[config.mk]
export PLATFORM = sky130hd
export DESIGN_NAME = mem_file_flat
export DESIGN_NICKNAME = d
export VERILOG_FILES = /design/src/verilog/cpu_pkg.sv /design/src/verilog/dmem_if.sv /design/src/verilog/mem_file.sv /design/src/flat_wrapper.sv
export SDC_FILE = /design/constraint.sdc
export NUM_CORES = 1
export LEC_CHECK = 0
export BUFFER_PORTS_ARGS = -buffer_cell sky130_fd_sc_hd__buf_2
export CAP_MARGIN = 5
export CORE_UTILIZATION = 55
export CTS_BUF_LIST = sky130_fd_sc_hd__clkbuf_2
export CTS_CLUSTER_DIAMETER = 30
export DETAILED_ROUTE_END_ITERATION = 8
export PLACE_DENSITY = 0.86
export SLEW_MARGIN = 20
export SYNTH_ARGS = -nofsm -noshare
export SYNTH_HDL_FRONTEND = slang
export SYNTH_SLANG_ARGS = --single-unit
[constraint.sdc]
create_clock -name clk -period 1.7 [get_ports clk]
set_clock_uncertainty 0.05 [all_clocks]
set_input_delay 0.17 -clock clk [delete_from_list [all_inputs] [get_ports clk]]
set_output_delay 0.17 -clock clk [all_outputs]
set_load 0.02 [all_outputs]
[src/verilog/cpu_pkg.sv]
package cpu_pkg;

  localparam int XLEN       = 32;
  localparam int IMEM_DEPTH = 256;   // instruction words
  localparam int DMEM_DEPTH = 16;    // data words
  localparam int NUM_REGS   = 16;    // x0..x15

  // instruction layout: imm | rs2 | rs1 | rd | opt | opcode
  localparam int FIELD_W = 4;        // width of every small field
  localparam int IMM_W   = 12;
  localparam int OPC_LSB = 0;
  localparam int OPT_LSB = 4;
  localparam int RD_LSB  = 8;
  localparam int RS1_LSB = 12;
  localparam int RS2_LSB = 16;
  localparam int IMM_LSB = 20;

  typedef logic [XLEN-1:0]               word_t;     // register, memory and instruction word
  typedef logic [$clog2(NUM_REGS)-1:0]   reg_idx_t;  // register index
  typedef logic [IMM_W-1:0]              imm_t;      // zero-extended on use
  typedef logic [$clog2(IMEM_DEPTH)-1:0] pc_t;       // word address into rom
  typedef logic [$clog2(DMEM_DEPTH)-1:0] daddr_t;    // word address into mem_file

  typedef enum logic [FIELD_W-1:0] {
    ADDI = 4'd0,
    ADD  = 4'd1,
    JALR = 4'd2,
    JEQ  = 4'd3,
    LW   = 4'd4,
    SW   = 4'd5,
    HALT = 4'd10   // remaining codes fall through as no-op
  } opcode_t;

  typedef enum logic [1:0] {
    IDLE,     // waiting for a run edge
    RUN,      // one instruction per clock
    HALTED    // stopped until run drops
  } core_state_t;

endpackage

[src/verilog/dmem_if.sv]
`timescale 1ns/1ps

interface dmem_if import cpu_pkg::*; ();

  logic   we;      // write strobe, lands on the clock edge
  daddr_t addr;    // word address
  word_t  wdata;   // store data
  word_t  rdata;   // addressed word, same cycle

  modport master (
    output we, addr, wdata,
    input  rdata
  );

  modport slave (
    input  we, addr, wdata,
    output rdata
  );

endinterface

[src/verilog/mem_file.sv]
`timescale 1ns/1ps

module mem_file import cpu_pkg::*; (
  input logic    clk,
  input logic    rst_n,
  dmem_if.slave  bus          // requests from cpu
);

  word_t mem [DMEM_DEPTH];

  // whole array comes up zero after reset
  always_ff @(posedge clk or negedge rst_n) begin
    if (!rst_n) begin
      for (int i = 0; i < DMEM_DEPTH; i++) begin
        mem[i] <= '0;
      end
    end else if (bus.we) begin
      mem[bus.addr] <= bus.wdata;   // sw lands on this edge
    end
  end

  // lw gets the word in the same cycle it is addressed
  assign bus.rdata = mem[bus.addr];

endmodule

[src/flat_wrapper.sv]
// flat-port wrapper written by rule: the top's interface ports become plain ports
module mem_file_flat import cpu_pkg::*;
  (clk, rst_n, bus_we, bus_addr, bus_wdata, bus_rdata);
  dmem_if bus_i ();
  input logic clk;
  input logic rst_n;
  input wire logic [$bits(bus_i.we)-1:0] bus_we;
  input wire logic [$bits(bus_i.addr)-1:0] bus_addr;
  input wire logic [$bits(bus_i.wdata)-1:0] bus_wdata;
  output wire logic [$bits(bus_i.rdata)-1:0] bus_rdata;
  assign bus_i.we = bus_we;
  assign bus_i.addr = bus_addr;
  assign bus_i.wdata = bus_wdata;
  assign bus_rdata = bus_i.rdata;
  mem_file u_core (.clk(clk), .rst_n(rst_n), .bus(bus_i));
endmodule
# --- After elaboration in Yosys (flattened, before gate mapping) ---
# Index checks and enable logic that the tools add are counted.
word_totals:
  reg_bits: 512
  in_bits: 39
  output_inout_bits: 32
  elab_cells: 26
classes:
  magnitude_cmp: 2
  mux: 6
  bitwise_logic: 1
  reduce_logical: 1
op_table:
  columns: ["operator", "count"]
  rows:
  - ["512-bit bitwise mux", 1]
  - ["32-bit binary-select mux with 4-bit select", 1]
  - ["32-bit demux with 4-bit select", 1]
  - ["32-bit 2-to-1 mux", 3]
  - ["5-bit >= comparator, second input constant", 1]
  - ["5-bit by 1-bit < comparator with 1-bit output, second input constant", 1]
  - ["4-bit NOT with 5-bit output", 1]
  - ["1-bit logical AND", 1]

# --- Depth between registers and ports, before layout ---
depth:
  word_depth: 6
  depth_mapped: 6
  depth_no_buf: 3

# --- Worst setup path before layout ---
# Ideal clock, no wire load.
synth_timing:
  path_kind: "input to output"
  from: "input bus_addr[0]"
  to: "output bus_rdata[27]"
  t_arrival_ns: 1.673
  required_ns: 1.480
  path_slack_ns: -0.193
  stages: 6
  n_path_buf: 3
  path_cell_list: "buf_2 -> buf_2 -> buf_2 -> mux4_2 -> a22oi_1 -> nand2_1"
synth_via:
  elab_chain_cells: 4
synth_rtl:
  columns: ["item", "line_no", "rtl"]
  rows:
  - ["from (decl)", "flat_wrapper.sv:8", "input wire logic [$bits(bus_i.addr)-1:0] bus_addr;"]
  - ["4-bit NOT with 5-bit output (implied by the code)", "mem_file.sv:23", "assign bus.rdata = mem[bus.addr];"]
  - ["32-bit binary-select mux with 4-bit select", "mem_file.sv:23", null]
  - ["32-bit 2-to-1 mux (implied by the code) (2 in series)", "mem_file.sv:23", null]
  - ["to (decl)", "flat_wrapper.sv:10", "output wire logic [$bits(bus_i.rdata)-1:0] bus_rdata;"]
# No other way between the ends. The select of a mux whose other input is x is not followed.

# --- Worst setup path after layout ---
layout_timing:
  from: "register u_core.mem[381] (netlist bit)"
  to: "output bus_rdata[29]"
layout_via:
  elab_chain_cells: 3
layout_rtl:
  columns: ["item", "line_no", "rtl"]
  rows:
  - ["from (decl)", "mem_file.sv:9", "word_t mem [DMEM_DEPTH];"]
  - ["from (signal, indexed assignment)", "mem_file.sv:18", "mem[bus.addr] <= bus.wdata;"]
  - ["32-bit binary-select mux with 4-bit select", "mem_file.sv:23", null]
  - ["32-bit 2-to-1 mux (implied by the code) (2 in series)", "mem_file.sv:23", null]
# No other way between the ends. The select of a mux whose other input is x is not followed.

==> impl_metrics.json <==
{
  "synthCells": 1407,
  "die_area_um2": 42400,
  "finalCritPeriodShare": 1.59,
  "rsz0062_at_grt": "true",
  "final_hold_viol_count": 0,
  "ys_ff_latch": 512,
  "cts_htree_levels": 4,
  "setup_viol": 37,
  "slew_headroom": 0.585,
  "p_int_uw": 23100,
  "dpl_worst_slack_ns": -0.333,
  "largest_reg_flops": 512,
  "grt_pass1_vias": 15700,
  "cp_data_arrival_time_ns": 2.48,
  "area_growth_pct": 21.6,
  "critPathKind": "reg2out",
  "grt_usage": 0.281,
  "vias": 14200,
  "drtAntennaViolNets": 0,
  "drv_cap": 0,
  "numCtsBuffers": 137,
  "place.gp.congestion": 0.806,
  "ios": 71,
  "ys.flop_type": "dfrtp_1",
  "fmax_mhz": 370,
  "grtUsageMet3": 0.0610,
  "top_register": "u_core.mem",
  "clock_sinks": 512,
  "die_h_um": 206,
  "synth-seq-area-share": 0.560,
  "powerDensity_nw_per_um2": 1160,
  "start_util": 0.559,
  "largestRegisters": "u_core.mem (512)",
  "worstMarginPinSlew_ns": 0.623,
  "grt_pass1_wl_um": 89400,
  "end_kind": "output pin",
  "timing.hold.ws_ns": 0.0656,
  "grt_max_degree": 73,
  "globalRouteOverflowTotal": 0,
  "cts_buffer_depth": 3,
  "synthDistinctLibCells": 22,
  "drv_slew": 0,
  "finalCriticalPeriod_ns": 2.70,
  "synth_area_um2": 22900,
  "setup_tns_ns": -29.04,
  "synth-edff-count": 0,
  "synth_nets": 1446,
  "ys_warn_count": 0,
  "wl_um": 57500,
  "numPortBuffers": 70,
  "power.share.clock": 0.264,
  "dr.pass1.iters": 6,
  "cp.required_ns": 1.48,
  "cts_tree": "yes",
  "antenna_found_initial": 1,
  "ir_drop_v": 0.000700,
  "fin_nets": 1756,
  "async_reset_ff_frac": 1.00,
  "post-route-util": 0.680,
  "avgRoutedWirePerCell_um": 24.7,
  "seqPwrFrac": 0.510,
  "core_um2": 40900,
  "p_leak_uw": 0.0122,
  "synth_area_per_cell_um2": 16.3,
  "outcome": "complete, but fails checks",
  "grt_busiest_layer": "met2",
  "min_path_type": "in2reg",
  "dp_hpwl_um": 33300,
  "clk_latency_ns": 1.05,
  "p_sw_frac": 0.286,
  "drcViolationCount": 0,
  "root_buffer": "clkbuf_2",
  "violations": "setup timing",
  "critPathMaxFanout": 2,
  "row_count": 74,
  "routed_via_density": 6.10,
  "finalPower_uw": 32300,
  "use_met1": 0.376,
  "combPwrFrac": 0.226,
  "finalWorstSetupSlack_ns": -1.00,
  "drt-initial-drc-count": 943,
  "use_met2": 0.453,
  "drive_gt1_frac": 0.641,
  "critPathLaunchType": "register",
  "switchingPower_uw": 9250,
  "clk_pin_slew_ns": 0.11,
  "die_x_um": 206
}
==> critical path, stage by stage, from the launching register on <==
cell and delay, ns:
dfrtp_1 0.40, mux4_2 0.49, a22oi_2 0.22, nand2_2 0.12, buf_6 0.15
==> what timing repair did <==
item	in CTS	in global routing
setup buffers	9	14
cloned	0	2
hold buffers	87	1
endpoints found under the hold margin	1024	214
pin swaps	51	15
gates resized for setup	115	10
endpoints found under the setup margin	32	37
==> final timing paths <==
path / startpoint / to / slack [ns] / cells after the start
max in group asynchronous: rst_n / u_core.mem[281] / 0.71 / 4
max: u_core.mem[381] / bus_rdata[29] / -1.00 / 4
min: bus_wdata[11] / u_core.mem[491] / 0.07 / 3
min reg2reg: u_core.mem[229] / u_core.mem[229] / 0.45 / 1
min in group asynchronous: rst_n / u_core.mem[450] / 0.12 / 3
max reg2reg: u_core.mem[310] / u_core.mem[310] / 0.19 / 3
==> placed cells by master, fill, tap and decap left out, types with 3 or more instances in the layout <==
master         netlist  routed
a22oi_2              0      62
buf_12               0      50
buf_2               62      36
buf_4                1      92
buf_6                6      32
bufinv_16            0       4
clkbuf_2             1     192
clkinv_1             0      11
clkinv_2             0       4
clkinvlp_4           0       5
dfrtp_1            512     512
dlygate4sd3_1        0      86
inv_2                0       3
mux2_1              26      26
mux2_2             486     486
mux4_2             128     128
nand2_2              0      32
nor2_4               0       7
nor3_4               0       6
==> per-stage QoR <==
stage          std cells  cell area, µm²
6_report            2331           27800
5_1_grt             2330           27800
4_1_cts             2313           27600
3_5_place_dp        1999           25000
3_3_place_gp        1999           25000
2_1_floorplan       1407           23100
==> cell type report <==
class,instances,area (µm²)
Fill cell,2660,13100
Sequential cell,512,12800
Multi-Input combinational cell,765,9950
Timing Repair Buffer,301,3190
Clock buffer,192,961
Tap cell,532,666
Clock inverter,27,230
Antenna cell,2,5.00
==> Yosys cell counts (2+ instances only) <==
master    count  area [µm²]
a22oi_1      64         480
buf_2        62         310
buf_6         6        67.6
clkbuf_1     60         225
dfrtp_1     512       12800
mux2_1       26         293
mux2_2      486        5470
mux4_2      128        2880
nand2_1      34         128
nand2b_1      2        12.5
nand3_1       2        10.0
nand3b_1      2        15.0
nor2_1        7        26.3
nor2b_1       2        12.5
nor3_2        6        60.1
or3_1         2        12.5
==> power by group through the flow <==
stage | sequential [µW] | clock (µW) | combinational, µW
2_1_floorplan | 16100 | 0 | 4840
3_3_place_gp | 16400 | 0 | 6110
3_5_place_dp | 16600 | 0 | 6390
4_1_cts | 16400 | 8710 | 7180
5_1_grt | 16800 | 9410 | 7780
6_report | 16500 | 8540 | 7290
==> kinds of logic after synthesis <==
| group | synth area share |
|---|---|
| compound gates | 0.0210 |
| simple gates | 0.0138 |
| buf+inv | 0.0269 |
| mux | 0.378 |
| flops | 0.560 |
==> metal layers <==
metal | wire length, µm | share of wire
met2 | 28900 | 0.50
met4 | 1640 | 0.029
met5 | 0 | 0
met1 | 23700 | 0.41
met3 | 3270 | 0.057
Note: power is estimated with default switching activity, not from simulation.
