===== config.mk =====
export PLATFORM = sky130hd
export DESIGN_NAME = cpu_flat
export DESIGN_NICKNAME = d
export VERILOG_FILES = /design/src/verilog/cpu_pkg.sv /design/src/verilog/dmem_if.sv /design/src/verilog/gr_file.sv /design/src/verilog/cpu.sv /design/src/flat_wrapper.sv
export SDC_FILE = /design/constraint.sdc
export NUM_CORES = 2
export LEC_CHECK = 0
export ABC_AREA = 0
export BUFFER_PORTS_ARGS = -buffer_cell sky130_fd_sc_hd__buf_2
export CAP_MARGIN = 10
export CORE_MARGIN = 3
export CORE_UTILIZATION = 57
export DETAILED_ROUTE_END_ITERATION = 12
export GPL_TIMING_DRIVEN = 1
export PLACE_DENSITY_LB_ADDON = 0.15
export SYNTH_ARGS = -nofsm -noshare
export SYNTH_HDL_FRONTEND = slang
export SYNTH_SLANG_ARGS = --single-unit

===== constraint.sdc =====
create_clock -name clk -period 4.48 [get_ports clk]
set_input_delay 0.672 -clock clk [delete_from_list [all_inputs] [get_ports clk]]
set_output_delay 0.672 -clock clk [all_outputs]
set_load 0.01 [all_outputs]

===== src/verilog/cpu_pkg.sv =====
package cpu_pkg;

  localparam int XLEN       = 32;
  localparam int IMEM_DEPTH = 256;   // instruction words
  localparam int DMEM_DEPTH = 16;    // data words
  localparam int NUM_REGS   = 16;    // x0..x15

  // instruction layout: imm | rs2 | rs1 | rd | opt | opcode
  localparam int FIELD_W = 4;        // width of every small field
  localparam int IMM_W   = 12;
  localparam int OPC_LSB = 0;
  localparam int OPT_LSB = 4;
  localparam int RD_LSB  = 8;
  localparam int RS1_LSB = 12;
  localparam int RS2_LSB = 16;
  localparam int IMM_LSB = 20;

  typedef logic [XLEN-1:0]               word_t;     // register, memory and instruction word
  typedef logic [$clog2(NUM_REGS)-1:0]   reg_idx_t;  // register index
  typedef logic [IMM_W-1:0]              imm_t;      // zero-extended on use
  typedef logic [$clog2(IMEM_DEPTH)-1:0] pc_t;       // word address into rom
  typedef logic [$clog2(DMEM_DEPTH)-1:0] daddr_t;    // word address into mem_file

  typedef enum logic [FIELD_W-1:0] {
    ADDI = 4'd0,
    ADD  = 4'd1,
    JALR = 4'd2,
    JEQ  = 4'd3,
    LW   = 4'd4,
    SW   = 4'd5,
    HALT = 4'd10   // remaining codes fall through as no-op
  } opcode_t;

  typedef enum logic [1:0] {
    IDLE,     // waiting for a run edge
    RUN,      // one instruction per clock
    HALTED    // stopped until run drops
  } core_state_t;

endpackage


===== src/verilog/dmem_if.sv =====
`timescale 1ns/1ps

interface dmem_if import cpu_pkg::*; ();

  logic   we;      // write strobe, lands on the clock edge
  daddr_t addr;    // word address
  word_t  wdata;   // store data
  word_t  rdata;   // addressed word, same cycle

  modport master (
    output we, addr, wdata,
    input  rdata
  );

  modport slave (
    input  we, addr, wdata,
    output rdata
  );

endinterface


===== src/verilog/gr_file.sv =====
`timescale 1ns/1ps

module gr_file import cpu_pkg::*; (
  input  logic     clk,
  input  logic     rst_n,
  input  reg_idx_t ra1,        // rs1 read port
  input  reg_idx_t ra2,        // rs2 read port
  output word_t    rd1,
  output word_t    rd2,
  input  logic     we,
  input  reg_idx_t wa,
  input  word_t    wd,
  input  reg_idx_t dbg_addr,   // host peek
  output word_t    dbg_data
);

  word_t x [1:NUM_REGS-1];     // x0 has no storage

  function automatic word_t read_reg(input reg_idx_t idx);
    word_t val;
    val = '0;                  // x0 reads zero
    if (idx != '0) begin
      val = x[idx];
    end
    return val;
  endfunction

  always_ff @(posedge clk or negedge rst_n) begin
    if (!rst_n) begin
      for (int i = 1; i < NUM_REGS; i++) begin
        x[i] <= '0;
      end
    end else if (we && (wa != '0)) begin   // writes to x0 dropped
      x[wa] <= wd;
    end
  end

  assign rd1      = read_reg(ra1);
  assign rd2      = read_reg(ra2);
  assign dbg_data = read_reg(dbg_addr);    // registered value, no write bypass

endmodule


===== src/verilog/cpu.sv =====
`timescale 1ns/1ps

module cpu import cpu_pkg::*; (
  input  logic     clk,
  input  logic     rst_n,
  input  logic     run,          // host start, level
  output pc_t      fetch_addr,
  input  word_t    fetch_data,
  dmem_if.master   dmem,
  input  reg_idx_t dbg_addr,
  output word_t    dbg_data,
  output logic     halted,
  output logic     store_valid,  // one pulse per sw
  output daddr_t   store_addr,
  output word_t    store_data
);

  core_state_t          state;
  pc_t                  pc;
  logic                 run_q;        // run delayed, for edge detect
  opcode_t              opcode;
  logic [FIELD_W-1:0]   opt;
  reg_idx_t             rd_idx;
  reg_idx_t             rs1_idx;
  reg_idx_t             rs2_idx;
  imm_t                 imm;
  word_t                imm_ext;
  word_t                rs1_val;
  word_t                rs2_val;
  word_t                ea;           // rs1 + imm, shared by addi/lw/sw
  word_t                rf_wd;
  logic                 rf_we;
  logic                 exec;
  logic                 take_branch;
  pc_t                  pc_inc;
  pc_t                  pc_next;

  // field split of the fetched word
  assign opcode  = opcode_t'(fetch_data[OPC_LSB +: FIELD_W]);
  assign opt     = fetch_data[OPT_LSB +: FIELD_W];
  assign rd_idx  = fetch_data[RD_LSB  +: FIELD_W];
  assign rs1_idx = fetch_data[RS1_LSB +: FIELD_W];
  assign rs2_idx = fetch_data[RS2_LSB +: FIELD_W];
  assign imm     = fetch_data[IMM_LSB +: IMM_W];
  assign imm_ext = word_t'(imm);      // zero-extend

  assign exec        = (state == RUN);
  assign pc_inc      = pc + pc_t'(1);
  assign ea          = rs1_val + imm_ext;
  // opt bit 0 picks nonzero test, else zero test
  assign take_branch = opt[0] ? (rs2_val != '0) : (rs2_val == '0);

  always_comb begin
    rf_we   = 1'b0;
    rf_wd   = ea;
    pc_next = pc_inc;                 // default fall-through
    case (opcode)
      ADDI: rf_we = 1'b1;
      ADD: begin
        rf_we = 1'b1;
        rf_wd = rs1_val + rs2_val;
      end
      JALR: begin
        rf_we   = 1'b1;
        rf_wd   = word_t'(pc_inc);    // link, rs1 already read this cycle
        pc_next = pc_t'(rs1_val);
      end
      JEQ: begin
        if (take_branch) begin
          pc_next = pc_t'(rs1_val);
        end
      end
      LW: begin
        rf_we = 1'b1;
        rf_wd = dmem.rdata;
      end
      default: ;                      // sw, halt and unknown codes write nothing
    endcase
  end

  gr_file gr_file (
    .clk      (clk),
    .rst_n    (rst_n),
    .ra1      (rs1_idx),
    .ra2      (rs2_idx),
    .rd1      (rs1_val),
    .rd2      (rs2_val),
    .we       (exec && rf_we),        // only retire while running
    .wa       (rd_idx),
    .wd       (rf_wd),
    .dbg_addr (dbg_addr),
    .dbg_data (dbg_data)
  );

  assign dmem.we    = exec && (opcode == SW);
  assign dmem.addr  = daddr_t'(ea);   // low bits of the address
  assign dmem.wdata = rs2_val;

  assign fetch_addr = pc;
  assign halted     = (state == HALTED);

  always_ff @(posedge clk or negedge rst_n) begin
    if (!rst_n) begin
      state       <= IDLE;
      pc          <= '0;
      run_q       <= 1'b0;
      store_valid <= 1'b0;
    end else begin
      run_q       <= run;
      store_valid <= dmem.we;         // trace shows up the cycle after the store
      case (state)
        IDLE: begin
          if (run && !run_q) begin    // rising edge only
            state <= RUN;
            pc    <= '0;
          end
        end
        RUN: begin
          if (opcode == HALT) state <= HALTED;   // pc parks on the halt
          else                pc    <= pc_next;
        end
        HALTED: begin
          if (!run) begin
            state <= IDLE;
            pc    <= '0;
          end
        end
        default: state <= IDLE;
      endcase
    end
  end

  // trace payload, qualified by store_valid
  always_ff @(posedge clk) begin
    if (dmem.we) begin
      store_addr <= dmem.addr;
      store_data <= dmem.wdata;
    end
  end

endmodule


===== src/flat_wrapper.sv =====
// flat-port wrapper written by rule: the top's interface ports become plain ports
module cpu_flat import cpu_pkg::*;
  (clk, rst_n, run, fetch_addr, fetch_data, dbg_addr, dbg_data, halted, store_valid, store_addr, store_data, dmem_we, dmem_addr, dmem_wdata, dmem_rdata);
  dmem_if dmem_i ();
  input  logic clk;
  input  logic rst_n;
  input  logic run;
  output pc_t fetch_addr;
  input  word_t fetch_data;
  input  reg_idx_t dbg_addr;
  output word_t dbg_data;
  output logic halted;
  output logic store_valid;
  output daddr_t store_addr;
  output word_t store_data;
  output wire logic [$bits(dmem_i.we)-1:0] dmem_we;
  output wire logic [$bits(dmem_i.addr)-1:0] dmem_addr;
  output wire logic [$bits(dmem_i.wdata)-1:0] dmem_wdata;
  input wire logic [$bits(dmem_i.rdata)-1:0] dmem_rdata;
  assign dmem_we = dmem_i.we;
  assign dmem_addr = dmem_i.addr;
  assign dmem_wdata = dmem_i.wdata;
  assign dmem_i.rdata = dmem_rdata;
  cpu u_core (.clk(clk), .rst_n(rst_n), .run(run), .fetch_addr(fetch_addr), .fetch_data(fetch_data), .dmem(dmem_i), .dbg_addr(dbg_addr), .dbg_data(dbg_data), .halted(halted), .store_valid(store_valid), .store_addr(store_addr), .store_data(store_data));
endmodule

Yosys cells after proc, flatten, opt, wreduce, memory -nomap -nowiden
Cells that the tools add are included.
{ "word_totals": {"reg_bits": 528, "output_inout_bits": 115, "elab_cells": 91} }
{ "op_classes": {"n_addsub": 3, "magnitude_cmp": 5, "eq_ne": 12, "n_mux": 28, "bitwise_logic": 4, "reduce_logical": 18} }
{ "op_table": {"columns": ["op", "n"], "rows": [
  ["$bwmux 480", 1],
  ["$bmux 32 s4", 3],
  ["$mux 32", 10],
  ["$demux 32 s4", 1],
  ["$pmux 32 s3", 1],
  ["$add 32x12->32", 1],
  ["$add 32x32->32", 1],
  ["$logic_not 32->1", 1],
  ["$mux 8", 4],
  ["$reduce_bool 32->1", 1],
  ["$pmux 8 s3", 1],
  ["$ge 5x5->1 const B", 4],
  ["$not 4->5", 4],
  ["$pmux 8 s2", 1],
  ["$reduce_bool 4->1", 4],
  ["$add 8x1->8 const B", 1],
  ["$eq 4x2->1 const B", 2],
  ["$eq 4x3->1 const B", 2],
  ["$mux 2", 3],
  ["$ne 2x2->1 const B", 3],
  ["$pmux 2 s3", 1],
  ["$logic_and 1x1->1", 5],
  ["$lt 5x1->1 const B", 1],
  ["$eq 4x1->1 const B", 1],
  ["12 further kinds", 13]
]} }

Depth between registers and ports, before layout
{ "logic_depth": {"word_depth": 11, "depth_mapped": 23} }

By module
Synthesis repeated with hierarchy kept, for this count alone.
{ "unflattened": {"cells_unflattened": 2808, "hier_area_um2": 34981.0} }
{ "by_module_without_submodules": {"columns": ["module", "instances", "cells_per_inst", "area_each_um2", "seq_area_each_um2"], "rows": [
  ["gr_file", 1, 2237, 30072.6, 12011.5],
  ["cpu", 1, 571, 4908.5, 1381.3]
]} }

Worst setup path after synthesis
Ideal clock, no wire load.
{ "synth_timing": {"path_kind": "input-to-reg", "startpoint": "input port fetch_data[17]", "endpoint": "register u_core.gr_file.x[122] (netlist name)", "arrival_time_ns": 5.583, "path_slack_ns": -1.227, "cell_stages": 21, "n_path_buf": 7, "path_cell_list": "buf_2 buf_4 buf_2 buf_1 clkbuf_1 mux4_2 mux4_2 ha_1 clkbuf_1 a21o_1 a21oi_1 o21bai_1 a21o_1 a21oi_1 o21ai_0 a221oi_1 mux2i_1 a2111oi_0 nand2_1 clkbuf_1 mux2_2"} }
{ "synth_between": {"elab_chain_len": 8, "word_cells_on_any_way": 9, "classes_between": "add/sub (1); mux (6); bitwise (1); reduce/logical (1)"} }
{ "synth_rtl": {"columns": ["item", "line", "rtl"], "rows": [
  ["start, declared", "flat_wrapper.sv:9", "input word_t fetch_data;"],
  ["$not 4->5 (implied by the code)", "gr_file.sv:23", "val = x[idx];"],
  ["$bmux 32 s4", "gr_file.sv:23", null],
  ["$mux 32 (implied by the code) (2 in series)", "gr_file.sv:23", null],
  ["$mux 32 (*)", "gr_file.sv:22", "if (idx != '0) begin"],
  ["via dmem_wdata[15]", "flat_wrapper.sv:18", "output wire logic [$bits(dmem_i.wdata)-1:0] dmem_wdata;"],
  ["$add 32x32->32 (*)", "cpu.sv:61", "rf_wd = rs1_val + rs2_val;"],
  ["$pmux 32 s3 (*)", "cpu.sv:57", "case (opcode)"],
  ["$bwmux 480 (*)", "gr_file.sv:34", "x[wa] <= wd;"],
  ["end signal, assigned by index", "gr_file.sv:34", null],
  ["end, declared", "gr_file.sv:17", "word_t x [1:NUM_REGS-1];"]
]} }
Mark *: on every way through the listed nets, which the timed path passes. The rest lies on a longest branch. The select of a mux whose other input is x is not followed.
A chain may end at the register's enable or synchronous reset.

Worst setup path after layout
{ "layout_timing": {"startpoint": "register u_core.gr_file.x[104] (netlist name)", "endpoint": "register u_core.gr_file.x[282] (netlist name)"} }
{ "layout_between": {"elab_chain_len": 7, "word_cells_on_any_way": 12, "classes_between": "add/sub (2); mux (10)"} }
{ "layout_rtl": {"columns": ["item", "line"], "rows": [
  ["$bmux 32 s4", "gr_file.sv:23"],
  ["$mux 32 (implied by the code) (2 in series)", "gr_file.sv:23"],
  ["$mux 32", "gr_file.sv:22"],
  ["$add 32x12->32 or $add 32x32->32 (tied branches)", "cpu.sv:49, cpu.sv:61"],
  ["$pmux 32 s3 (*)", "cpu.sv:57"],
  ["$bwmux 480 (*)", "gr_file.sv:34"]
]} }
Every way passes the cells marked *; elsewhere a longest branch is shown, timed or not. The select of a mux whose other input is x is not followed.

==> key figures <==
Logic synthesis
  – Async set-or-reset flop fraction in the synthesized netlist: 0.9318
  – Syn Area/Cell: approximately 12 um^2
  – Synth cell types: 100
  – Synth area leader: dfrtp_1
  – Cells after Synth: approximately 3000
  – Syn_nets: 3108
  – Post-synthesis sequential area ratio: 0.3850
  – Number of synthesized register bits: 528
  – Main flop type after synthesis: dfrtp_1
  – Synth area leaders: dfrtp_1, mux4_2, mux2_2
  – Post-synth EDFFs: 36
  – YS warnings: 0
  – Post-synth top area share: 0.3539
  – Syn Std Cell Area: between 30000 and 40000 um^2

Job
  – Max Cap Violations: 0

Timing
  – Final Cycle Share: 0.9837
  – Final Hold Vio Count: 0
  – Fin Clk Skew: roughly 0.021 ns
  – Least-Margin Pin Slew: between 0.9 and 1 ns
  – Hold Slack: roughly 0.045 ns
  – Final min period: between 4 and 5 ns
  – Fmax: 226.9 MHz
  – Rel. slew slack: 0.3979
  – Fin. max-slew vios: 0
  – Finish-stage setup viols: 0

Global route
  – Largest net degree at the start of global routing: just over 90
  – First-pass GRT wire length: about 190 mm
  – Initial antenna violation count: 7
  – Aggregate global-route resource usage: 0.3974
  – GRT overflow: 0
  – Number of global-route vias before repair: roughly 31000

Critical path
  – Arrival @ worst endpoint: roughly 5 ns
  – Worst path required time: around 5 ns
  – Worst Setup End Kind: flip-flop
  – FF-to-FF End: u_core.gr_file.x[282]
  – Critical path class: reg -> reg
  – Worst setup SP type: flip-flop
  – RR Startpoint: u_core.gr_file.x[104]
  – Crit Path Max Fanout: 15
  – R2r setup slk: between 0.07 and 0.08 ns
  – Worst reg-to-reg path cell count: 16

Layout
  – Final Non-Filler Cells: 4328
  – Layout overhead on the synthesized area: 23.45%
  – Multi-input gate area: approximately 21000 um^2
  – Layout cells sized above 1: 0.4319
  – Layout fillers: approximately 4000
  – Register cell area after layout: ~13000 um^2
  – Fin nets: between 3000 and 4000

Place
  – IO buf count: ~180
  – Routability cong.: a little under 1
  – DP Wirelength: 88.10 mm
  – Placed Instances: between 4000 and 5000

Route
  – Vias: between 30000 and 40000
  – Via density per instance: 7.026
  – 1st-pass router iterations: 6
  – WL per Instance: just under 30 um
  – Detailed Route Iter0 Violations: ~3600
  – Post-DRT Antenna Nets: 0
  – DR DRC count: 0
  – Routed WL: 128.0 mm

Outcome
  – Status: completed

Clocking
  – CTS buffer count: 57
  – Root buffer cell: clkbuf_16
  – Worst skew pair latency: 0.66 ns
  – Max Buffers Root-to-Sink: 3
  – Clk sinks: ~530
  – Clk slew on worst S/H paths: roughly 0.060 ns
  – H-tree Lvls: 2
  – CTS tree: built

Floorplan
  – Die area: roughly 64000 um^2
  – Core ar.: 59690 um^2
  – # IOs: between 150 and 200
  – Die Ht: 253.0 um
  – Die width: between 200 and 300 um
  – Initial Utilization: 0.5828
  – Row count: slightly below 90

Hold path
  – HP Class: in -> async

Power
  – Peak supply drop: ~0.38 mV
  – Leakage power: roughly 19 nW
  – PD cells: ~460 nW/um^2
-- routing by layer --
metal / global-route usage / part of all wire
met1: 0.5159 / 0.36
met2: 0.6114 / 0.45
met3: 0.1329 / 0.14
met4: 0.1799 / 0.051
met5: 0 / 0.00037
-- worst max-delay path by stage --
stage / from / end / slack [ns] / depth (start not counted)
floorplan: fetch_data[12] / u_core.gr_file.x[112] / -0.59 / 21
global placement: fetch_data[16] / u_core.gr_file.x[329] / -0.95 / 18
detailed placement: fetch_data[16] / u_core.gr_file.x[41] / -0.96 / 18
CTS: fetch_data[16] / u_core.gr_file.x[186] / 0.01 / 18
global route: u_core.gr_file.x[136] / u_core.gr_file.x[186] / -0.07 / 17
finish: u_core.gr_file.x[104] / u_core.gr_file.x[282] / 0.07 / 16
-- kinds of logic (layout without fill, tap and decap cells) --
family | Yosys count | after routing | synth area share
flops | 528 | 528 | 0.3850
compound gates | 759 | 759 | 0.1444
mux | 647 | 647 | 0.3152
fa+ha+maj | 37 | 37 | 0.01284
other cells | 0 | 1 | 0
buf+inv | 292 | 838 | 0.03881
simple gates | 678 | 678 | 0.08686
xor+xnor | 67 | 67 | 0.01687
-- registers in the layout (all words and copies together), names as in the netlist --
register,flops
u_core.gr_file.x,480
u_core.store_data,32
u_core.fetch_addr,8
u_core.store_addr,4
u_core.state,2
u_core.run_q,1
u_core.store_valid,1
-- layout by cell type, fill, tap and decap left out, types with 59 or more instances in the layout --
master,netlist,routed
a21oi_1,164,134
buf_12,1,59
buf_2,33,173
buf_4,20,458
clkbuf_16,0,62
dfrtp_1,492,492
mux2_2,266,223
mux4_2,310,310
nand2_1,301,301
nor2_1,183,168
o21ai_0,247,219
-- cells in the mapped netlist, types with 16 or more instances --
master,number
o311ai_0,16
inv_1,21
a31oi_1,25
a21o_1,27
buf_1,22
nor2_1,183
dfrtp_1,492
buf_2,33
xor2_1,31
mux2i_1,47
nand2_1,301
mux4_2,310
clkbuf_1,176
a22oi_1,27
ha_1,29
o21ai_1,19
buf_4,20
nor3_1,28
a21oi_1,164
and2_1,26
xnor2_1,36
a22o_1,53
nor2b_1,19
mux2_2,266
o22ai_1,22
o21ai_0,247
nand3_1,23
nand4_1,17
a221oi_1,32
edfxtp_1,36
-- power breakdown --
group / leakage (nW) / internal, mW / total, mW / switching [mW]
Combinational: 11.0 / 3.94 / 7.97 / 4.02
Clock: 0.938 / 2.70 / 4.84 / 2.13
Sequential: 6.95 / 5.92 / 7.08 / 1.16
-- layout make-up --
class / count / area share
multi-input combinational: 2188 / 0.4836
sequential: 528 / 0.3119
timing repair buffer: 709 / 0.1355
clock buffer: 85 / 0.03968
tap: 773 / 0.02252
clock inverter: 21 / 0.004720
inverter: 23 / 0.002010
antenna: 1 / 0.00005827
-- what timing repair did --
action	in CTS	in global routing
buffers inserted	1	19
pin swaps	1	24
cloned	1	4
resized for setup	7	54
hold buffers	0	0
setup endpoints to repair	90	195
-- through the flow --
stage / setup WS (ns) / util / total power [mW] / setup TNS (ns) / instance area, um^2
5_1_grt: -0.07245 / 0.7195 / 20.72 / -1.066 / 42950
2_1_floorplan: -0.5896 / - / 11.33 / -104.26 / 35450
4_1_cts: 0.01267 / 0.7106 / 19.51 / 0 / 42410
3_3_place_gp: -0.9453 / 0.6778 / 14.29 / -183.17 / 40460
3_5_place_dp: -0.9642 / 0.6778 / 14.63 / -205.16 / 40460
6_report: 0.07316 / 0.7195 / 19.89 / 0 / 42950
-- critical path: stages (launching register included) --
cell and delay, ns:
dfrtp_1 0.44, mux4_2 0.51, a22oi_2 0.27, o31ai_4 0.15
ha_1 0.25, maj3_2 0.34, a2111oi_2 0.37, o21a_1 0.27
nor4b_2 0.07, buf_4 0.16, or2_1 0.24, buf_4 0.15
a2111oi_2 0.34, buf_4 0.18, nand2_1 0.08, buf_12 0.16
mux2_4 0.27
Power figures use the tool's default switching activity.
